===== src/sd_clk_gen.sv =====
`timescale 1ns/1ps

module sd_clk_gen #(
   parameter int SD_CLK_HALF = 2
) (
   input  logic CLK,
   input  logic arst_n,
   output logic sd_clk,
   output logic sd_rise,
   output logic sd_fall
);

   localparam int CW = $clog2(SD_CLK_HALF + 1);

   logic [CW-1:0] half_cnt;  // CLK cycles within current half period
   logic          half_end;

   assign half_end = (half_cnt == CW'(SD_CLK_HALF - 1));

   always_ff @(posedge CLK or negedge arst_n)
   begin
      if (!arst_n)
      begin
         half_cnt <= '0;
         sd_clk   <= 1'b0;  // Idles low, first edge is a rise
         sd_rise  <= 1'b0;
         sd_fall  <= 1'b0;
      end
      else
      begin
         sd_rise <= half_end && !sd_clk;  // Strobe lines up with the new level
         sd_fall <= half_end && sd_clk;
         if (half_end)
         begin
            half_cnt <= '0;
            sd_clk   <= ~sd_clk;
         end
         else
            half_cnt <= half_cnt + 1'b1;
      end
   end

   // Line engines rely on rise and fall being distinct cycles
   a_edge_excl : assert property (@(posedge CLK) disable iff (!arst_n)
      (sd_rise || sd_fall) |=> !(sd_rise || sd_fall) || (SD_CLK_HALF == 1));

endmodule


===== config.mk =====
export PLATFORM = sky130hd
export DESIGN_NAME = sd_clk_gen
export DESIGN_NICKNAME = d
export VERILOG_FILES = /design/src/sd_clk_gen.sv
export SDC_FILE = /design/constraint.sdc
export NUM_CORES = 1
export LEC_CHECK = 0
export BUFFER_PORTS_ARGS = -buffer_cell sky130_fd_sc_hd__buf_2
export CAP_MARGIN = 20
export CORE_AREA = 3 3 40 42
export DETAILED_ROUTE_END_ITERATION = 10
export DIE_AREA = 0 0 43 45
export SKIP_LAST_GASP = 1
export SLEW_MARGIN = 10
export SYNTH_ARGS = -nofsm -noshare
export SYNTH_HDL_FRONTEND = slang
export SYNTH_SLANG_ARGS = --single-unit

===== constraint.sdc =====
create_clock -name CLK -period 0.8 [get_ports CLK]
set_input_delay 0.08 -clock CLK [delete_from_list [all_inputs] [get_ports CLK]]
set_output_delay 0.08 -clock CLK [all_outputs]
set_load 0.02 [all_outputs]

==> summary.txt <==
STA
  – Rel. slew slack: 89.86%
  – Final hold vios: 0
  – # setup viols final: 3
  – Final Cycle Share: 105.3%
  – RSZ-0062 raised after global routing: true
  – Post-Route Skew: 3.983 ps
  – Final min period: 842.2 ps
  – PnR worst setup slack: -42.23 ps
  – Slew Viols, Final: 0
  – Worst slew pin tran: 152.1 ps
  – Max Fclk: 1187 MHz
  – WHS: 181.5 ps

Floorplanning
  – Initial Utilization: 13.73%
  – DIE AREA: 1935 um2
  – Core area: 1285 um2
  – I/O pins: 5
  – Row count: 13
  – Die height: 45 um
  – Die Wd: 43 um

Global routing
  – Total gr overflow: 0
  – Initial antenna violation count: 0
  – Global-route usage over all layers: 4.271%
  – Largest net degree at the start of global routing: 6
  – First-pass GRT wire length: 483 um
  – Vias in the first global route: 125

Route
  – Final ANT Viol Nets: 0
  – Routed WL per cell: 7.351 um
  – Violation count after the first detailed-route iteration: 2
  – Via count: 113
  – Vias/cell: 3.054
  – DRT Wirelength: 272 um
  – Detailed Routing Iterations Pass 1: 2
  – DRC: 0

Synth
  – YS warnings: 0
  – Top cells by area, synth: dfrtp_1, xnor2_2, nand2b_4
  – Synth cell types: 6
  – Yosys top cell by area: dfrtp_1
  – Syn Inst Count: 12
  – Share of the synthesized area in the top cell type: 70.92%
  – Area of the mapped netlist: 176.4 um2
  – Sequential fraction of the synthesis area: 70.92%
  – FF+latch count, synth: 5
  – Avg Inst Size Synth: 14.70 um2
  – Syn_nets: 14

Place
  – Dpl cells: 31
  – IO buf count: 4
  – Gpl congestion: 0.5759
  – Placed Area: 215.2 um2
  – Placement Setup Slack: 47.23 ps
  – Hpwl dp: 187.4 um

Layout
  – Non-filler cells, final: 37
  – Finished Core Util: 21.62%
  – Most frequent cells in the layout: dfrtp_1, clkbuf_4, buf_6
  – Nets@finish: 25
  – # diodes: 0
  – Finished Cell Area: 277.8 um2
  – Fillcell total: 140
  – Sequential standard cell area: 125.1 um2
  – Area grow syn2layout: 57.45%
  – Layout cells sized above 1: 45.45%
  – Commonest non-fill, non-tap cell in the layout: dfrtp_1
  – Multi-input gate area in the final layout: 43.79 um2

Worst setup path
  – CP arrival: 760 ps
  – CP max FO: 2
  – Cell family with most CP delay: flip-flops
  – CP bufs+invs: 1
  – CP Cell Sequence: buf_6
  – Critical Path Max Stage Delay: 380 ps
  – CP endpoint kind: output pin
  – Critical path class: reg2out
  – Slowest CP cell: dfrtp_1
  – Critical Path Start Type: register
  – Critical Path RT: 720 ps

Hold path
  – Worst hold path class: in2async

Flow run
  – Max-Cap Viols: 0

Clock network
  – CTS H-tree depth: 1
  – Num CTS Buffers: 3
  – CTS tree: built
  – CTS max path bufs: 2
  – Root Buffer Master: clkbuf_4
  – Total clock sinks: 5
  – Clock Latency Late Sink: 240 ps
  – Clock-pin slew on the worst setup and hold paths: 40 ps

Pwr
  – Peak supply drop: 0.6389 mV
  – Leak Pwr: 0.1367 nW
  – Pwr Density: 1993 nW/um2

Run status
  – Failing checks: setup timing
  – Status: finished with violations
-- routing by layer --
| metal | global-route usage (%) | part of all wire [%] | vias to the layer above |
|---|---|---|---|
| li1 | - | - | 53 |
| met1 | 2.941 | 39 | 53 |
| met2 | 5.389 | 46 | 7 |
| met3 | 5.976 | 14 | 0 |
| met4 | 3.614 | 0 | 0 |
| met5 | 0 | 0 | - |
-- logic make-up after synthesis --
family	share of synthesized area (%)
AND/OR/NAND/NOR	15.60
flip-flops	70.92
buffers and inverters	4.257
XOR/XNOR	9.222
-- registers in the layout (all words and copies together), names as in the netlist --
name,flops
half_cnt,2
sd_clk,1
sd_fall,1
sd_rise,1
-- cell usage after synthesis --
| library cell | count |
|---|---|
| dfrtp_1 | 5 |
| inv_1 | 2 |
| nor2_1 | 2 |
| nand2b_4 | 1 |
| nor2b_1 | 1 |
| xnor2_2 | 1 |
-- timing repair --
item                                    CTS  global route
endpoints found under the setup margin    3             4
hold buffers                              1             0
endpoints found under the hold margin     5             0
gates resized for setup                   6             0
buffers inserted                          1             0
-- worst paths after layout --
check                            start     endpoint  slack, ps  cells past startpoint
max in group asynchronous       arst_n  half_cnt[1]        480                      2
hold reg to reg            half_cnt[0]  half_cnt[0]        500                      1
setup reg to reg                sd_clk       sd_clk         30                      2
hold / removal                  arst_n       sd_clk        180                      2
min in group CLK           half_cnt[0]  half_cnt[0]        500                      1
setup / recovery                sd_clk       sd_clk        -40                      1
-- report_power, final --
part           switching, mW  total, mW  internal [mW]
logic                0.00516     0.0101        0.00496
registers                  0      0.254          0.254
clock network          0.101      0.290          0.188
total                  0.106      0.554          0.447
-- final cells by class --
cell class,count,share of cell area (%)
clock buffers,4,9.459
repair buffers,6,20.27
well taps,15,6.757
multi-input cells,5,15.77
flip-flops and latches,5,45.05
inverters,2,2.703
-- per-stage QoR --
step,total power [mW],setup TNS [ps]
after global routing,0.5876,-176.5
after detailed placement,0.2644,0
after global placement,0.2641,0
final,0.5536,-76.74
after CTS,0.5755,-126.4
after floorplan,0.2576,0
(Power assumes the default switching activity.)
