[config.mk]
export PLATFORM = sky130hd
export DESIGN_NAME = sd_init_seq
export DESIGN_NICKNAME = d
export VERILOG_FILES = /design/src/sd_pkg.sv /design/src/sd_init_seq.sv
export SDC_FILE = /design/constraint.sdc
export NUM_CORES = 1
export LEC_CHECK = 0
export BUFFER_PORTS_ARGS = -buffer_cell sky130_fd_sc_hd__buf_2
export CORE_ASPECT_RATIO = 1.4
export CORE_UTILIZATION = 40
export CTS_BUF_LIST = sky130_fd_sc_hd__clkbuf_8 sky130_fd_sc_hd__clkbuf_16
export CTS_CLUSTER_DIAMETER = 30
export DETAILED_ROUTE_END_ITERATION = 10
export GPL_ROUTABILITY_DRIVEN = 0
export PLACE_DENSITY_LB_ADDON = 0.25
export SLEW_MARGIN = 10
export SYNTH_ARGS = -nofsm -noshare
export SYNTH_HDL_FRONTEND = slang
export SYNTH_SLANG_ARGS = --single-unit
[constraint.sdc]
create_clock -name CLK -period 4.42 [get_ports CLK]
set_input_delay 0.663 -clock CLK [delete_from_list [all_inputs] [get_ports CLK]]
set_output_delay 0.663 -clock CLK [all_outputs]
set_load 0.005 [all_outputs]
[src/sd_pkg.sv]
package sd_pkg;

   // Frame geometry on the CMD line
   localparam int FRAME_W     = 48;   // Command and short response
   localparam int LONG_RESP_W = 136;  // R2 response
   localparam int CRC_SPAN    = 40;   // Bits covered by CRC7

   typedef logic [5:0]         sd_cmd_idx_t;
   typedef logic [31:0]        sd_arg_t;
   typedef logic [6:0]         sd_crc7_t;
   typedef logic [FRAME_W-1:0] sd_frame_t;
   typedef logic [127:0]       sd_cid_t;
   typedef logic [15:0]        sd_rca_t;

   // Request from sequencer to transmitter
   typedef struct packed {
      sd_cmd_idx_t idx;
      sd_arg_t     arg;
   } sd_cmd_t;

   // Sets response length and CRC check in the receiver
   typedef enum logic [2:0] {
      RESP_NONE,
      RESP_R1,
      RESP_R2,
      RESP_R3,
      RESP_R6,
      RESP_R7
   } sd_resp_kind_e;

   // Short responses sit in the low 48 bits of payload
   typedef struct packed {
      logic [LONG_RESP_W-1:0] payload;
      logic                   crc_ok;
      logic                   timeout;
   } sd_resp_t;

   // Command indices used during init
   localparam sd_cmd_idx_t CMD0_IDX  = 6'd0;   // GO_IDLE_STATE
   localparam sd_cmd_idx_t CMD2_IDX  = 6'd2;   // ALL_SEND_CID
   localparam sd_cmd_idx_t CMD3_IDX  = 6'd3;   // SEND_RELATIVE_ADDR
   localparam sd_cmd_idx_t CMD8_IDX  = 6'd8;   // SEND_IF_COND
   localparam sd_cmd_idx_t CMD41_IDX = 6'd41;  // SD_SEND_OP_COND, app cmd
   localparam sd_cmd_idx_t CMD55_IDX = 6'd55;  // APP_CMD

   // 2.7-3.6 V supply, check pattern in low byte
   localparam sd_arg_t CMD8_ARG   = 32'h0000_01AA;
   // HCS set, OCR window 3.2-3.4 V
   localparam sd_arg_t ACMD41_ARG = 32'h4030_0000;

   // x^7 + x^3 + 1, the x^7 term implied by the shift
   localparam sd_crc7_t CRC7_POLY = 7'h09;

endpackage

[src/sd_init_seq.sv]
`timescale 1ns/1ps

module sd_init_seq #(
   parameter int INIT_CLKS    = 80,
   parameter int ACMD41_TRIES = 20
) (
   input  logic                  CLK,
   input  logic                  arst_n,
   input  logic                  sd_rise,
   output logic                  tx_req,
   output sd_pkg::sd_cmd_t       tx_cmd,
   input  logic                  tx_ack,
   output logic                  rx_req,
   output sd_pkg::sd_resp_kind_e rx_kind,
   input  logic                  rx_ack,
   input  sd_pkg::sd_resp_t      rx_resp,
   output sd_pkg::sd_cid_t       cid,
   output sd_pkg::sd_rca_t       rca,
   output logic                  init_done,
   output logic                  led
);

   import sd_pkg::*;

   localparam int PW = $clog2(INIT_CLKS + 1);
   localparam int AW = $clog2(ACMD41_TRIES + 1);

   typedef enum logic [2:0] {
      WAIT_POWER, ISSUE, SEND, RECEIVE, DECIDE, READY, FAIL
   } seq_state_e;

   seq_state_e  state;
   sd_cmd_idx_t cur_idx;  // Command in flight, also the step pointer
   logic [PW-1:0] pwr_cnt;
   logic [AW-1:0] tries;  // ACMD41 answers with card still busy
   logic          resp_bad;

   // Argument and expected response follow from the index
   always_comb
   begin
      tx_cmd.idx = cur_idx;
      tx_cmd.arg = '0;
      rx_kind    = RESP_NONE;
      case (cur_idx)
         CMD8_IDX:
         begin
            tx_cmd.arg = CMD8_ARG;
            rx_kind    = RESP_R7;
         end
         CMD55_IDX: rx_kind = RESP_R1;
         CMD41_IDX:
         begin
            tx_cmd.arg = ACMD41_ARG;
            rx_kind    = RESP_R3;
         end
         CMD2_IDX: rx_kind = RESP_R2;
         CMD3_IDX: rx_kind = RESP_R6;
         default: rx_kind = RESP_NONE;  // CMD0 gets no answer
      endcase
   end

   assign resp_bad  = rx_resp.timeout || !rx_resp.crc_ok;
   assign init_done = (state == READY);
   assign led       = (state == FAIL);

   always_ff @(posedge CLK or negedge arst_n)
   begin
      if (!arst_n)
      begin
         state   <= WAIT_POWER;
         cur_idx <= CMD0_IDX;
         pwr_cnt <= '0;
         tries   <= '0;
         tx_req  <= 1'b0;
         rx_req  <= 1'b0;
         cid     <= '0;
         rca     <= '0;
      end
      else
      begin
         case (state)
            WAIT_POWER:
            begin
               // Card needs its power-up clocks first
               if (sd_rise && (pwr_cnt == PW'(INIT_CLKS - 1)))
                  state <= ISSUE;
               else if (sd_rise)
                  pwr_cnt <= pwr_cnt + 1'b1;
            end
            ISSUE:
            begin
               if (!tx_ack)
               begin
                  tx_req <= 1'b1;
                  state  <= SEND;
               end
            end
            SEND:
            begin
               if (tx_ack)
               begin
                  tx_req <= 1'b0;
                  if (rx_kind == RESP_NONE)
                     state <= DECIDE;
                  else
                  begin
                     rx_req <= 1'b1;  // Hunt before the card's NCR gap ends
                     state  <= RECEIVE;
                  end
               end
            end
            RECEIVE:
            begin
               if (rx_ack)
                  state <= DECIDE;  // Response held while ack is up
            end
            DECIDE:
            begin
               rx_req <= 1'b0;
               state  <= ISSUE;
               if ((rx_kind != RESP_NONE) && resp_bad)
                  state <= FAIL;
               else
               begin
                  case (cur_idx)
                     CMD0_IDX: cur_idx <= CMD8_IDX;
                     CMD8_IDX:
                     begin
                        if (rx_resp.payload[15:8] != CMD8_ARG[7:0])
                           state <= FAIL;  // Pattern not echoed
                        else
                           cur_idx <= CMD55_IDX;
                     end
                     CMD55_IDX: cur_idx <= CMD41_IDX;
                     CMD41_IDX:
                     begin
                        if (rx_resp.payload[39])  // OCR power-up done
                           cur_idx <= CMD2_IDX;
                        else if (tries == AW'(ACMD41_TRIES - 1))
                           state <= FAIL;
                        else
                        begin
                           tries   <= tries + 1'b1;
                           cur_idx <= CMD55_IDX;
                        end
                     end
                     CMD2_IDX:
                     begin
                        cid     <= rx_resp.payload[127:0];
                        cur_idx <= CMD3_IDX;
                     end
                     default:
                     begin
                        rca   <= rx_resp.payload[39:24];  // R6 published RCA
                        state <= READY;
                     end
                  endcase
               end
            end
            default: state <= state;  // READY and FAIL hold until reset
         endcase
      end
   end

   // Engines only answer a request that is still up
   a_tx_ack_req : assert property (@(posedge CLK) disable iff (!arst_n)
      $rose(tx_ack) |-> tx_req);
   a_rx_ack_req : assert property (@(posedge CLK) disable iff (!arst_n)
      $rose(rx_ack) |-> rx_req);

endmodule

==> flow_metrics.tcl <==
set metrics [dict create \
    status "finished, final reports clean" \
    antenna_cells 0 \
    period_needed_ns 2.82 \
    clk_pin_slew_ns 0.06 \
    max_stage_delay_ns 0.58 \
    cts_buffer_depth 2 \
    hold_violations 0 \
    slew_headroom 0.286 \
    grt_max_degree 129 \
    drc_errors 0 \
    layout.cells.non_filler 1019 \
    cap_violations 0 \
    grt_overflow 0 \
    coreArea_um2 17000 \
    cts-resized-gates 0 \
    async_flop_share 1.00 \
    routed_wl_um 16200 \
    numClockSinks 166 \
    leakage_nw 5.01 \
    area_growth_pct 30.2 \
    dieArea_um2 18100 \
    synth_seq_cells 166 \
    final_common_cell "buf_2" \
    r2r_end "rca[13]" \
    fill_cells 1507 \
    synth_flop_cell "dfrtp_1" \
    required_ns 3.76 \
    end_kind "output pin" \
    avgRoutedWirePerCell_um 15.9 \
    cts_buffers 17 \
    htreeDepth 4 \
    tns_ns 0 \
    avgViaCountPerCell 4.79 \
    criticalPathCategory "flop to output pin" \
    synth-edff-count 0 \
    ir_drop_mv 0.316 \
    synth_cell_types 46 \
    seq_area_um2 4150 \
    ctsHoldBuffers 0 \
    grt_first_pass_wirelength_um 24500 \
    setup_viol 0 \
    startpoint "cur_idx[3]" \
    r2r-start "cur_idx[5]" \
    syn_area_um2 7010 \
    syn_inst 485 \
    yosysSeqAreaShare 0.592 \
    ff2ff_setup_slack_ns 1.83 \
    synth.avg_cell_area_um2 14.5 \
    die_x_um 114 \
    crit_fanout 14 \
    post-dp-hpwl_um 11900 \
    nets 919 \
    worst_path_max_delay_cell "dfrtp_1" \
    dpl.cell_count 987 \
    fin_crit_sh 0.638 \
    rsz0062_at_grt "false" \
    grt_usage 0.176 \
    p_per_area_nw_per_um2 407 \
    portBuffers 299 \
    tightest_slew_ns 1.06 \
    crit_buf_inv 1 \
    rr_worst_depth 5 \
    fmax_ghz 0.355 \
    boundaryPins 332 \
    layout-drive-gt1-share 0.620 \
    root_buffer "clkbuf_16" \
    yosysWarnings 0 \
    grt_pass1_vias 4850 \
    antenna_found_initial 0 \
    slew_viol_final 0 \
    clkLatencyLatePin_ns 0.42 \
    drt_first_iter_violations 286 \
    worstPathCellList "or3b_2, nor3_2, buf_2" \
    start_util 0.414 \
    cpLargestDelayFamily "simple AND/OR/NAND/NOR gates" \
    skew_ns 0.00840 \
    cts_tree "built" \
    fp.dieH_um 159 \
    multi_input_area_um2 2530 \
    final_cell_mix "buf_2 (298), dfrtp_1 (166), mux2_2 (138), conb_1 (24), clkbuf_16 (17)" \
    cp-start-kind "flop" \
    vias 4881 \
    rows 56 \
    antenna_left 0 \
    first_pass_iters 4 \
    post_cts_buffers 0 \
    crit_arrival_ns 2.16 \
    min_path_type "primary input to asynchronous set/reset pin" \
]
[registers in the layout (all words and copies together), names as in the netlist]
register  count
cid         128
rca          16
pwr_cnt       7
cur_idx       5
tries         5
state         3
rx_req        1
tx_req        1
[cell type report]
| cell class | instances | area share |
|---|---|---|
| Sequential cell | 166 | 0.455 |
| Multi-Input combinational cell | 281 | 0.277 |
| Timing Repair Buffer | 302 | 0.168 |
| Clock buffer | 19 | 0.0496 |
| Tap cell | 232 | 0.0318 |
| Clock inverter | 13 | 0.0155 |
| Inverter | 6 | 0.00247 |
[power breakdown]
group	leakage [nW]	total [mW]	switching (mW)	internal, mW
sequential	2.19	1.75	0.0965	1.66
combinational	2.52	0.475	0.202	0.273
clock	0.299	1.48	0.614	0.869
[synth_stat cells, drive strengths merged (5+ instances only)]
cell type    n  area (µm²)
o21ai        6        30.0
and3         7        43.8
xnor2       10        87.6
a31oi        5        31.3
nand2       11        41.3
nand4        7        43.8
nand3        8        52.6
inv          6        22.5
mux2       148        1700
buf         51         384
dfrtp      166        4150
nor3         5        30.0
nor2        11        41.3
a21oi        6        30.0
[cell families (layout without fill, tap and decap cells)]
logic type,Yosys count,after routing,synth area share
flops,166,166,0.592
mux,149,149,0.244
simple gates,62,62,0.0512
buf+inv,61,340,0.0601
compound gates,32,32,0.0330
xor+xnor,12,12,0.0150
fa+ha+maj,2,2,0.00357
other cells,1,24,0.000535
[stage by stage]
step | hold WS [ns] | instance area [µm²] | setup WS [ns] | power, mW | utilization
4_1_cts | 0.377 | 9130 | 1.61 | 3.76 | 0.538
2_1_floorplan | 0.367 | 7100 | 2.17 | 2.01 | -
5_1_grt | 0.427 | 9130 | 1.50 | 3.89 | 0.538
3_5_place_dp | 0.481 | 8540 | 1.64 | 2.26 | 0.503
3_3_place_gp | 0.464 | 8540 | 1.69 | 2.24 | 0.503
6_report | 0.353 | 9130 | 1.60 | 3.71 | 0.538
[worst register-to-register path: stages, from the launching register on]
cell and delay (ns):
dfrtp_1 0.52, and3_1 0.26, o211a_1 0.26, a311oi_4 0.56
nand3_4 0.45, mux2_4 0.43
[worst max path at each step]
stage / to / slack [ns] / cells past startpoint
finish: tx_cmd[5] / 1.60 / 3
CTS: tx_cmd[5] / 1.61 / 3
global route: tx_cmd[5] / 1.50 / 3
detailed placement: rca[7] / 1.64 / 6
global placement: rca[10] / 1.69 / 6
floorplan: tx_cmd[3] / 2.17 / 4
[per-layer routing]
metal,part of all wire,vias up,track usage
li1,-,2251,-
met1,0.38,2400,0.201
met2,0.54,208,0.311
met3,0.063,22,0.0472
met4,0.018,0,0.0761
met5,0,-,0
(Power assumes the default switching activity.)
