File: config.mk
export PLATFORM = sky130hd
export DESIGN_NAME = sd_cmd_tx
export DESIGN_NICKNAME = d
export VERILOG_FILES = /design/src/sd_pkg.sv /design/src/sd_crc7.sv /design/src/sd_cmd_tx.sv
export SDC_FILE = /design/constraint.sdc
export NUM_CORES = 1
export LEC_CHECK = 0
export ABC_CLOCK_PERIOD_IN_PS = 3860
export BUFFER_PORTS_ARGS = -buffer_cell sky130_fd_sc_hd__buf_2
export CAP_MARGIN = 25
export CORE_ASPECT_RATIO = 1.25
export CORE_MARGIN = 1.5
export CORE_UTILIZATION = 50
export CTS_BUF_LIST = sky130_fd_sc_hd__clkbuf_16
export DETAILED_ROUTE_END_ITERATION = 16
export PLACE_DENSITY = 0.84
export SLEW_MARGIN = 20
export SYNTH_ARGS = -nofsm -noshare
export SYNTH_HDL_FRONTEND = slang
export SYNTH_HIERARCHICAL = 1
export SYNTH_SLANG_ARGS = --single-unit
File: constraint.sdc
create_clock -name CLK -period 3.86 [get_ports CLK]
set_clock_uncertainty 0.15 [all_clocks]
set_input_delay 0.579 -clock CLK [delete_from_list [all_inputs] [get_ports CLK]]
set_output_delay 0.579 -clock CLK [all_outputs]
set_load 0.005 [all_outputs]
File: src/sd_pkg.sv
package sd_pkg;

   // Frame geometry on the CMD line
   localparam int FRAME_W     = 48;   // Command and short response
   localparam int LONG_RESP_W = 136;  // R2 response
   localparam int CRC_SPAN    = 40;   // Bits covered by CRC7

   typedef logic [5:0]         sd_cmd_idx_t;
   typedef logic [31:0]        sd_arg_t;
   typedef logic [6:0]         sd_crc7_t;
   typedef logic [FRAME_W-1:0] sd_frame_t;
   typedef logic [127:0]       sd_cid_t;
   typedef logic [15:0]        sd_rca_t;

   // Request from sequencer to transmitter
   typedef struct packed {
      sd_cmd_idx_t idx;
      sd_arg_t     arg;
   } sd_cmd_t;

   // Sets response length and CRC check in the receiver
   typedef enum logic [2:0] {
      RESP_NONE,
      RESP_R1,
      RESP_R2,
      RESP_R3,
      RESP_R6,
      RESP_R7
   } sd_resp_kind_e;

   // Short responses sit in the low 48 bits of payload
   typedef struct packed {
      logic [LONG_RESP_W-1:0] payload;
      logic                   crc_ok;
      logic                   timeout;
   } sd_resp_t;

   // Command indices used during init
   localparam sd_cmd_idx_t CMD0_IDX  = 6'd0;   // GO_IDLE_STATE
   localparam sd_cmd_idx_t CMD2_IDX  = 6'd2;   // ALL_SEND_CID
   localparam sd_cmd_idx_t CMD3_IDX  = 6'd3;   // SEND_RELATIVE_ADDR
   localparam sd_cmd_idx_t CMD8_IDX  = 6'd8;   // SEND_IF_COND
   localparam sd_cmd_idx_t CMD41_IDX = 6'd41;  // SD_SEND_OP_COND, app cmd
   localparam sd_cmd_idx_t CMD55_IDX = 6'd55;  // APP_CMD

   // 2.7-3.6 V supply, check pattern in low byte
   localparam sd_arg_t CMD8_ARG   = 32'h0000_01AA;
   // HCS set, OCR window 3.2-3.4 V
   localparam sd_arg_t ACMD41_ARG = 32'h4030_0000;

   // x^7 + x^3 + 1, the x^7 term implied by the shift
   localparam sd_crc7_t CRC7_POLY = 7'h09;

endpackage

File: src/sd_crc7.sv
`timescale 1ns/1ps

module sd_crc7 (
   input  logic             CLK,
   input  logic             arst_n,
   input  logic             clear,
   input  logic             shift,
   input  logic             din,
   output sd_pkg::sd_crc7_t crc
);

   import sd_pkg::*;

   logic fb;  // Feedback into the polynomial taps

   // MSB out, next message bit in
   assign fb = din ^ crc[6];

   always_ff @(posedge CLK or negedge arst_n)
   begin
      if (!arst_n)
         crc <= '0;
      else if (clear)
         crc <= '0;  // Start of a new frame
      else if (shift)
      begin
         // Galois form, taps at x^3 and x^0
         if (fb)
            crc <= {crc[5:0], 1'b0} ^ CRC7_POLY;
         else
            crc <= {crc[5:0], 1'b0};
      end
   end

endmodule

File: src/sd_cmd_tx.sv
`timescale 1ns/1ps

module sd_cmd_tx (
   input  logic            CLK,
   input  logic            arst_n,
   input  logic            sd_fall,
   input  logic            tx_req,
   input  sd_pkg::sd_cmd_t tx_cmd,
   output logic            tx_ack,
   output logic            cmd_out,
   output logic            cmd_oe
);

   import sd_pkg::*;

   typedef enum logic [1:0] {IDLE, SEND, DONE} tx_state_e;

   tx_state_e state;
   sd_frame_t frame;     // Start, transmission, index, argument, then filler
   logic [5:0] bit_cnt;  // Bit being driven next fall
   sd_crc7_t  crc;
   logic      crc_bit;
   logic      crc_clr;
   logic      crc_shift;

   // CRC field goes out MSB first
   assign crc_bit   = crc[3'(6'd46 - bit_cnt)];
   assign crc_clr   = (state == IDLE) && tx_req;
   assign crc_shift = (state == SEND) && sd_fall && (bit_cnt < 6'(CRC_SPAN));

   sd_crc7 u_crc (
      .CLK    (CLK),
      .arst_n (arst_n),
      .clear  (crc_clr),
      .shift  (crc_shift),
      .din    (frame[FRAME_W-1]),
      .crc    (crc)
   );

   // Frame register, payload only
   always_ff @(posedge CLK)
   begin
      if (crc_clr)
         frame <= {2'b01, tx_cmd.idx, tx_cmd.arg, 8'h01};
      else if (crc_shift)
         frame <= {frame[FRAME_W-2:0], 1'b1};
   end

   always_ff @(posedge CLK or negedge arst_n)
   begin
      if (!arst_n)
      begin
         state   <= IDLE;
         bit_cnt <= '0;
         tx_ack  <= 1'b0;
         cmd_out <= 1'b1;  // Line idles high
         cmd_oe  <= 1'b0;
      end
      else
      begin
         case (state)
            IDLE:
            begin
               bit_cnt <= '0;
               if (tx_req)
                  state <= SEND;
            end
            SEND:
            begin
               if (sd_fall)
               begin
                  bit_cnt <= bit_cnt + 1'b1;
                  cmd_oe  <= 1'b1;
                  if (bit_cnt < 6'(CRC_SPAN))
                     cmd_out <= frame[FRAME_W-1];  // Header and argument
                  else if (bit_cnt < 6'(FRAME_W - 1))
                     cmd_out <= crc_bit;
                  else if (bit_cnt == 6'(FRAME_W - 1))
                     cmd_out <= 1'b1;  // End bit
                  else
                  begin
                     // End bit has had its full SD clock
                     cmd_oe <= 1'b0;
                     tx_ack <= 1'b1;
                     state  <= DONE;
                  end
               end
            end
            default:
            begin
               if (!tx_req)
               begin
                  tx_ack <= 1'b0;  // Close the handshake
                  state  <= IDLE;
               end
            end
         endcase
      end
   end

   // Sequencer must hold the command until the frame is out
   a_cmd_stable : assert property (@(posedge CLK) disable iff (!arst_n)
      (tx_req && !tx_ack) ##1 (tx_req && !tx_ack) |-> $stable(tx_cmd));

endmodule

==> impl_metrics.py, run 1 <==
metrics = {
    "drt": {
        "wl_per_cell_um": 16.1,
        "drc_errors": 0,
        "viasPerCell": 5.93,
        "wirelength_mm": 5.29,
        "ant_nets": 0,
        "vias": 1950,
        "drtIter0Drc": 139,
        "firstDrtPassIters": 4,
    },
    "job": {
        "maxCapViolations": 0,
    },
    "timing": {
        "rsz0062_at_grt": "false",
        "min_period_over_period_pct": 60.0,
        "tightest_slew_ns": 0.822,
        "maxSlewHeadroom_pct": 45.1,
        "setup-tns-final_ns": 0,
        "fmax_mhz": 432,
        "period_needed_ns": 2.32,
        "slew_violations": 0,
        "finalSetupViolCount": 0,
        "hold_viol": 0,
    },
    "synth": {
        "yosys_warnings": 6,
        "syn_area_um2": 2830,
        "synth_seq_cells": 65,
        "synth_cell_types": 40,
        "synthCells": 218,
        "synth_seq_area_share_pct": 62.8,
        "yosys.area.top_type_share_pct": 40.4,
        "syn-num-nets": 261,
        "synth_top_area_cell": "edfxtp_1",
        "syn_avg_cell_area_um2": 13.0,
        "synth_area_leaders": "edfxtp_1 (40%), dfrtp_1 (15%), a22o_1 (12%)",
    },
    "pwr": {
        "power_uw": 2510,
        "peakVddDrop_mv": 0.346,
        "p_leak_uw": 0.00139,
        "pwr_density_cell_nw_per_um2": 752,
    },
    "final_layout": {
        "design_area_um2": 3340,
        "fill_cells": 402,
        "final_common_cell": "buf_2",
        "post-route-util_pct": 61.4,
        "seq_area_um2": 1770,
        "final_cell_mix": "buf_2 (44), a22o_1 (38), edfxtp_1 (38)",
        "nNetsFinal": 303,
        "antenna_cells": 0,
        "multiInputGateArea_um2": 951,
        "final_cells": 329,
        "synthToLayoutAreaGrowth_pct": 18.3,
        "drive_gt1_share_pct": 25.3,
    },
    "floorplan": {
        "start_util_pct": 51.9,
        "die_w_um": 70.2,
        "rows": 30,
        "io_pins": 45,
        "die_h_um": 87.0,
        "fp.dieArea_um2": 6110,
        "coreArea_um2": 5440,
    },
    "placement": {
        "place_area_um2": 3060,
        "dp_cells": 313,
        "io_buffers": 44,
        "hpwl_mm": 3.23,
        "gp_congestion": 0.744,
    },
    "setup_path": {
        "crit_start": "state[1]$_DFFE_PN0P_",
        "critical_path_class": "reg2reg",
        "critical_path_arrival_ns": 2.35,
        "critPathLaunchType": "flip-flop",
        "worstPathMaxFanout": 54,
        "worst_r2r_path_depth": 5,
        "worst-r2r-setup-slack_ns": 1.54,
        "end_kind": "flip-flop",
        "cp.required_ns": 3.90,
        "r2r-start": "state[1]$_DFFE_PN0P_",
    },
    "cts": {
        "cts_sinks": 65,
        "clock_path_buffers": 2,
        "cts_setup_buffers": 0,
        "cts.clk_slew.worst_paths_ns": 0.05,
        "cts.hold.buffers_added": 0,
        "cts_tree": "built",
        "clkLatencyLatePin_ns": 0.32,
        "htree_levels": 3,
        "cts_resized": 0,
        "numCtsBuffers": 9,
        "cts_root_buffer": "clkbuf_16",
    },
    "grt": {
        "met3_usage_pct": 4.75,
        "grt_pass1_wl_mm": 8.85,
        "grt.met1_usage_pct": 25.7,
        "grt_max_degree": 55,
        "antenna_found_initial": 0,
        "first_global_vias": 1867,
        "grt.overflow.total": 0,
        "busiest_layer": "met2",
        "grt.total_usage_pct": 18.5,
        "grt_util_met2_pct": 28.1,
    },
    "outcome": {
        "status": "finished, final reports clean",
    },
    "worst_hold_path": {
        "worstHoldPathType": "in2async",
    },
}
routing by layer:
metal	up-vias	routed length, um
li1	934	-
met1	944	2320
met2	65	2610
met3	7	303
met4	0	64
met5	-	0
cell usage after synthesis (all sizes together):
cell type	instances
a22o	38
edfxtp	38
dfrtp	17
o21ai	17
a21oi	14
buf	14
nand3	11
nand2	10
nor2	10
dfxtp	9
mux2i	5
inv	4
nand4b	3
o21a	3
clkbuf	2
mux2	2
nand3b	2
or3	2
xnor2	2
a2111oi	1
a211oi	1
a21o	1
a31oi	1
and3b	1
dfstp	1
ha	1
mux4	1
nor2b	1
nor3b	1
o2111ai	1
o211ai	1
o221ai	1
o31ai	1
or4	1
per-stage QoR:
| step | worst slack, ns | hold WS, ns |
|---|---|---|
| final | 1.54 | 0.0375 |
| after global routing | 1.19 | 0.0697 |
| after CTS | 1.54 | 0.0535 |
| after detailed placement | 1.47 | 0.303 |
| after global placement | 1.58 | 0.298 |
| after floorplan | 0.617 | 0.133 |
logic make-up after synthesis:
family | count (synthesis) | share of synthesized area (%)
mux | 8 | 3.50
fa+ha+maj | 1 | 0.443
buf+inv | 20 | 4.25
simple gates | 42 | 8.15
compound gates | 80 | 20.3
flops | 65 | 62.8
xor+xnor | 2 | 0.620
worst paths after layout:
path | to
max reg2reg | u_crc/crc[3]$_DFFE_PN0P_
min reg2reg | frame[1]$_SDFFE_PP0P_
min | u_crc/crc[0]$_DFFE_PN0P_
min in group CLK | frame[1]$_SDFFE_PP0P_
max in group asynchronous | cmd_out$_DFFE_PN1P_
max | u_crc/crc[3]$_DFFE_PN0P_
critical path, stage by stage, from the launching register on:
cell and delay, ns:
dfrtp_1 0.46, nor2_1 0.33, nand2_1 0.25, inv_2 0.66, nand4b_1 0.21, o211ai_1 0.10
state kept, by name, indices dropped and copies added, names as in the netlist:
| register | cells |
|---|---|
| state | 2 |
| tx_ack | 1 |
| bit_cnt | 6 |
| cmd_oe | 1 |
| cmd_out | 1 |
| frame | 47 |
| u_crc/crc | 7 |
final cells by class:
type,instances,share of cell area [%]
clock buffers,9,6.74
multi-input cells,133,28.5
well taps,64,2.40
clock inverters,7,1.65
inverters,4,0.449
repair buffers,47,7.26
flip-flops and latches,65,53.1
report_power, final:
group          switching (uW)  internal, uW
clock                     269           487
sequential                185          1100
combinational             215           252
total                     669          1840
(Power assumes the default switching activity.)
==> run 2: changes to the inputs <==
--- a/config.mk
+++ b/config.mk
@@ -5,15 +5,15 @@
 export SDC_FILE = /design/constraint.sdc
 export NUM_CORES = 1
 export LEC_CHECK = 0
-export ABC_CLOCK_PERIOD_IN_PS = 3860
+export ABC_CLOCK_PERIOD_IN_PS = 2200
 export BUFFER_PORTS_ARGS = -buffer_cell sky130_fd_sc_hd__buf_2
 export CAP_MARGIN = 25
 export CORE_ASPECT_RATIO = 1.25
 export CORE_MARGIN = 1.5
-export CORE_UTILIZATION = 50
+export CORE_UTILIZATION = 55
 export CTS_BUF_LIST = sky130_fd_sc_hd__clkbuf_16
 export DETAILED_ROUTE_END_ITERATION = 16
-export PLACE_DENSITY = 0.84
+export PLACE_DENSITY = 0.87
 export SLEW_MARGIN = 20
 export SYNTH_ARGS = -nofsm -noshare
 export SYNTH_HDL_FRONTEND = slang
==> constraint.sdc (replaced) <==
create_clock -name CLK -period 2.2 [get_ports CLK]
set_clock_uncertainty 0.15 [all_clocks]
set_input_delay 0.33 -clock CLK [delete_from_list [all_inputs] [get_ports CLK]]
set_output_delay 0.33 -clock CLK [all_outputs]
set_load 0.005 [all_outputs]
==> impl_metrics.py, run 2 (synthesis gave the netlist of run 1 again) <==
metrics = {
    "pwr": {
        "peakVddDrop_mv": 0.802,
        "p_switching_uw": 1200,
        "swShare_pct": 26.9,
        "p_leak_uw": 0.00144,
        "comb_power_share_pct": 20.2,
        "internal_power_uw": 3270,
        "pwr_density_cell_nw_per_um2": 1300,
        "pwr-share-seq_pct": 50.1,
        "clockPowerShare_pct": 29.7,
    },
    "setup_path": {
        "r2r-start": "state[1]$_DFFE_PN0P_",
        "cp.required_ns": 2.06,
        "critical_path_class": "reg2reg",
        "r2r-end": "frame[16]$_DFFE_PP_",
        "critical_path_arrival_ns": 1.84,
        "critPathCapture": "frame[16]$_DFFE_PP_",
        "worst-r2r-setup-slack_ns": 0.21,
        "worst_r2r_path_depth": 4,
        "critPathLaunchType": "flip-flop",
        "end_kind": "flip-flop",
        "worstPathMaxFanout": 38,
        "crit_start": "state[1]$_DFFE_PN0P_",
    },
    "final_layout": {
        "drive_gt1_share_pct": 27.1,
        "antenna_cells": 0,
        "synthToLayoutAreaGrowth_pct": 21.3,
        "final_cell_mix": "buf_2 (44), a22o_1 (38), edfxtp_1 (38)",
        "nNetsFinal": 311,
        "largest_reg_flops": 47,
        "regMostFlops": "frame",
        "largestRegisters": "frame (47), u_crc/crc (7), bit_cnt (6)",
        "final_common_cell": "buf_2",
        "fill_cells": 349,
    },
    "drt": {
        "ant_nets": 0,
        "wl_per_cell_um": 16.7,
        "drc_errors": 0,
        "firstDrtPassIters": 4,
        "viasPerCell": 5.96,
        "vias": 1996,
        "wirelength_mm": 5.61,
        "drtIter0Drc": 131,
    },
    "timing": {
        "hold_viol": 0,
        "period_needed_ns": 1.99,
        "fin_ws_ns": 0.213,
        "rsz0062_at_grt": "false",
        "tightest_slew_ns": 0.712,
        "min_period_over_period_pct": 90.3,
        "setup-tns-final_ns": 0,
        "fmax_mhz": 503,
        "finalSetupViolCount": 0,
        "slew_violations": 0,
        "maxSlewHeadroom_pct": 52.2,
    },
    "grt": {
        "grt.overflow.total": 0,
        "grt_max_degree": 39,
        "grt_pass1_wl_mm": 9.47,
        "first_global_vias": 2074,
        "antenna_found_initial": 0,
        "grt.total_usage_pct": 22.9,
    },
    "placement": {
        "dp_slack_ns": 0.245,
        "gp_congestion": 0.829,
        "hpwl_mm": 3.48,
        "io_buffers": 44,
    },
    "floorplan": {
        "io_pins": 45,
        "start_util_pct": 56.4,
        "die_w_um": 67.1,
        "fp.dieArea_um2": 5580,
        "coreArea_um2": 5010,
        "die_h_um": 83.1,
        "rows": 29,
    },
    "cts": {
        "numCtsBuffers": 9,
        "cts_sinks": 65,
        "cts.clk_slew.worst_paths_ns": 0.05,
        "htree_levels": 3,
        "cts_resized": 0,
        "cts_tree": "built",
        "cts_root_buffer": "clkbuf_16",
        "clkLatencyLatePin_ns": 0.32,
        "clock_path_buffers": 2,
    },
    "worst_hold_path": {
        "hold_depth": 3,
        "worstHoldPathType": "in2reg",
    },
    "outcome": {
        "status": "finished, final reports clean",
    },
    "job": {
        "maxCapViolations": 0,
    },
}
-- run 2: cell types whose count changed in the layout (fill, tap and decap cells not counted), sizes merged --
cell / change
buf: +7
dlygate4sd3: +1
-- run 2: worst max-delay path: stages (launching register included) --
cell      delay (ns)
dfrtp_1         0.47
nand3b_1        0.36
buf_4           0.27
o21ai_4         0.17
buf_12          0.24
-- run 2: layer usage --
metal / routed length (um) / global-route usage, % / share of wire [%] / up-vias
li1: - / - / - / 945
met1: 2410 / 32.0 / 43 / 976
met2: 2840 / 34.6 / 51 / 63
met3: 229 / 4.74 / 4.1 / 12
met4: 123 / 10.2 / 2.2 / 0
met5: 0 / 0 / 0 / -
-- run 2: worst min path at each step --
stage	startpoint	endpoint	slack (ns)
CTS	tx_req	state[1]$_DFFE_PN0P_	0.11
floorplan	arst_n	bit_cnt[0]$_DFFE_PN0P_	-0.12
global placement	arst_n	u_crc/crc[5]$_DFFE_PN0P_	0.13
detailed placement	arst_n	u_crc/crc[5]$_DFFE_PN0P_	0.13
finish	tx_req	state[1]$_DFFE_PN0P_	0.11
global route	tx_req	state[1]$_DFFE_PN0P_	0.14
-- run 2: layout make-up --
class                      count  area (um^2)  share of cell area (%)
clock buffer                   9          225                    6.57
clock inverter                 7         55.1                    1.61
timing repair buffer          55          330                    9.64
tap                           62         77.6                    2.26
sequential                    65         1770                    51.7
inverter                       4         15.0                   0.438
multi-input combinational    133          951                    27.7
-- run 2: power groups by stage --
stage,Sequential (uW),Combinational (uW),Clock [uW]
2_1_floorplan,2140,668,0
3_3_place_gp,2230,841,0
3_5_place_dp,2230,889,0
4_1_cts,2240,907,1350
5_1_grt,2310,1010,1390
6_report,2240,904,1330
-- run 2: metrics by stage --
stage / instances / cell area [um^2] / hold slack (ns) / total power [uW] / util, %
finish: 335 / 3430 / 0.112 / 4470 / 68.4
global route: 335 / 3430 / 0.140 / 4710 / 68.4
CTS: 335 / 3430 / 0.107 / 4500 / 68.4
detailed placement: 318 / 3140 / 0.133 / 3120 / 62.6
global placement: 318 / 3140 / 0.130 / 3070 / 62.6
floorplan: 218 / 2840 / -0.116 / 2810 / -
-- run 2: timing repair --
action | 4_1_cts | 5_1_grt
endpoints found under the hold margin | 17 | 0
setup buffers | 0 | 0
hold buffers | 1 | 0
setup endpoints to repair | 0 | 0
==> run 3: changes to the inputs <==
--- a/config.mk
+++ b/config.mk
@@ -10,10 +10,10 @@
 export CAP_MARGIN = 25
 export CORE_ASPECT_RATIO = 1.25
 export CORE_MARGIN = 1.5
-export CORE_UTILIZATION = 55
+export CORE_UTILIZATION = 50
 export CTS_BUF_LIST = sky130_fd_sc_hd__clkbuf_16
 export DETAILED_ROUTE_END_ITERATION = 16
-export PLACE_DENSITY = 0.87
+export PLACE_DENSITY = 0.81
 export SLEW_MARGIN = 20
 export SYNTH_ARGS = -nofsm -noshare
 export SYNTH_HDL_FRONTEND = slang
==> constraint.sdc (replaced) <==
create_clock -name CLK -period 2.2 [get_ports CLK]
set_clock_uncertainty 0.15 [all_clocks]
set_input_delay 0.33 -clock CLK [delete_from_list [all_inputs] [get_ports CLK]]
set_output_delay 0.33 -clock CLK [all_outputs]
set_load 0.05 [all_outputs]
==> impl_metrics.py, run 3 (synthesis gave the netlist of run 1 again) <==
metrics = {
    "final_layout": {
        "post-route-util_pct": 62.9,
        "regMostFlops": "frame",
        "antenna_cells": 0,
        "final_common_cell": "buf_2",
        "drive_gt1_share_pct": 26.8,
        "largestRegisters": "frame (47), u_crc/crc (7), bit_cnt (6)",
        "largest_reg_flops": 47,
        "fill_cells": 412,
        "design_area_um2": 3420,
        "nNetsFinal": 310,
        "final_cell_mix": "buf_2 (44), a22o_1 (38), edfxtp_1 (38)",
        "synthToLayoutAreaGrowth_pct": 21.1,
        "multiInputGateArea_um2": 951,
        "seq_area_um2": 1770,
    },
    "drt": {
        "drtIter0Drc": 127,
        "vias": 1961,
        "ant_nets": 0,
        "wirelength_mm": 5.23,
        "wl_per_cell_um": 15.6,
        "route.met2.wl_mm": 2.54,
        "viasPerCell": 5.84,
        "wl_met1_mm": 2.35,
        "top_layer": "met4",
        "drc_errors": 0,
        "firstDrtPassIters": 4,
        "wl_met3_um": 248,
    },
    "floorplan": {
        "io_pins": 45,
        "fp.dieArea_um2": 6110,
        "start_util_pct": 51.9,
        "coreArea_um2": 5440,
        "rows": 30,
        "die_h_um": 87.0,
        "die_w_um": 70.2,
    },
    "setup_path": {
        "end_kind": "flip-flop",
        "slowest_stage": "dfrtp_1",
        "critical_path_arrival_ns": 1.82,
        "cpPeakStageDelay_ns": 0.46,
        "critical_path_class": "reg2reg",
        "worstPathMaxFanout": 29,
        "cp_cell_sequence": "nand3b_1, o21ai_4, buf_12",
        "critPathLaunchType": "flip-flop",
        "cp.required_ns": 2.07,
    },
    "placement": {
        "gp_congestion": 0.774,
        "io_buffers": 44,
        "place_area_um2": 3160,
        "hpwl_mm": 3.48,
        "dp_slack_ns": 0.236,
    },
    "grt": {
        "first_global_vias": 1892,
        "grt_pass1_wl_mm": 8.72,
        "antenna_found_initial": 0,
        "grt_max_degree": 50,
        "grt.overflow.total": 0,
        "grt.total_usage_pct": 18.7,
    },
    "pwr": {
        "internal_power_uw": 3150,
        "swShare_pct": 27.9,
        "pwr_density_cell_nw_per_um2": 1280,
        "pwr-share-seq_pct": 51.2,
        "p_leak_uw": 0.00143,
        "peakVddDrop_mv": 0.652,
        "comb_power_share_pct": 21.4,
        "clockPowerShare_pct": 27.4,
        "p_switching_uw": 1220,
    },
    "cts": {
        "cts_resized": 0,
        "cts.clk_slew.worst_paths_ns": 0.05,
        "cts_root_buffer": "clkbuf_16",
        "htree_levels": 3,
        "cts.hold.buffers_added": 1,
        "numCtsBuffers": 9,
        "cts_tree": "built",
        "clock_path_buffers": 2,
        "clkLatencyLatePin_ns": 0.32,
        "cts_setup_buffers": 0,
        "cts_sinks": 65,
    },
    "timing": {
        "maxSlewHeadroom_pct": 54.0,
        "hold_slack_ns": 0.108,
        "tightest_slew_ns": 0.685,
        "min_period_over_period_pct": 88.4,
        "finalSetupViolCount": 0,
        "slew_violations": 0,
        "period_needed_ns": 1.95,
        "hold_viol": 0,
        "setup-tns-final_ns": 0,
        "fmax_mhz": 514,
        "rsz0062_at_grt": "false",
        "fin_ws_ns": 0.255,
    },
    "job": {
        "maxCapViolations": 0,
    },
    "worst_hold_path": {
        "worstHoldPathType": "in2reg",
    },
    "outcome": {
        "status": "finished, final reports clean",
    },
}
-- run 3: changes by cell type in the layout (fill, tap and decap cells not counted) --
cell	delta
buf_4	-3
buf_12	+2
bufinv_16	-1
clkinv_2	+1
-- run 3: final timing paths --
| check | startpoint | endpoint | slack [ns] | depth (start not counted) |
|---|---|---|---|---|
| setup / recovery | state[1]$_DFFE_PN0P_ | frame[9]$_DFFE_PP_ | 0.25 | 3 |
| hold / removal | tx_req | state[1]$_DFFE_PN0P_ | 0.11 | 3 |
| setup reg to reg | state[1]$_DFFE_PN0P_ | frame[9]$_DFFE_PP_ | 0.25 | 3 |
| hold reg to reg | frame[46]$_SDFFE_PP1P_ | frame[47]$_SDFFE_PP0P_ | 0.31 | 2 |
| max in group asynchronous | arst_n | cmd_out$_DFFE_PN1P_ | 1.25 | 2 |
| min in group asynchronous | arst_n | u_crc/crc[3]$_DFFE_PN0P_ | 0.33 | 2 |
-- run 3: worst max-delay path, delay by kind of cell, from the launching register on --
| kind | cells | cell delay [ns] |
|---|---|---|
| AND/OR/NAND/NOR | 1 | 0.35 |
| buffers and inverters | 1 | 0.25 |
| flip-flops | 1 | 0.46 |
| AO/OA/AOI/OAI | 1 | 0.43 |
-- run 3: layout make-up --
class                   count  share of cell area, %
flip-flops and latches     65                   51.8
repair buffers             54                   10.2
inverters                   4                  0.439
well taps                  64                   2.34
clock buffers               9                   6.58
clock inverters             7                  0.878
multi-input cells         133                   27.8
-- run 3: per-stage QoR --
| stage | cells | power [uW] |
|---|---|---|
| floorplan | 218 | 2870 |
| global placement | 319 | 3130 |
| detailed placement | 319 | 3180 |
| CTS | 336 | 4410 |
| global route | 336 | 4620 |
| finish | 336 | 4370 |
-- run 3: metal layers --
metal  up-vias  track usage (%)
met5         -                0
met4         0             9.97
met3        12             5.56
met2        52             28.4
met1       948             24.2
li1        949                -
-- run 3: power groups by stage --
stage / clock network (uW) / registers (uW) / logic, uW
final: 1200 / 2240 / 934
after global routing: 1280 / 2310 / 1040
after CTS: 1220 / 2240 / 944
after detailed placement: 0 / 2240 / 937
after global placement: 0 / 2230 / 898
after floorplan: 0 / 2200 / 668
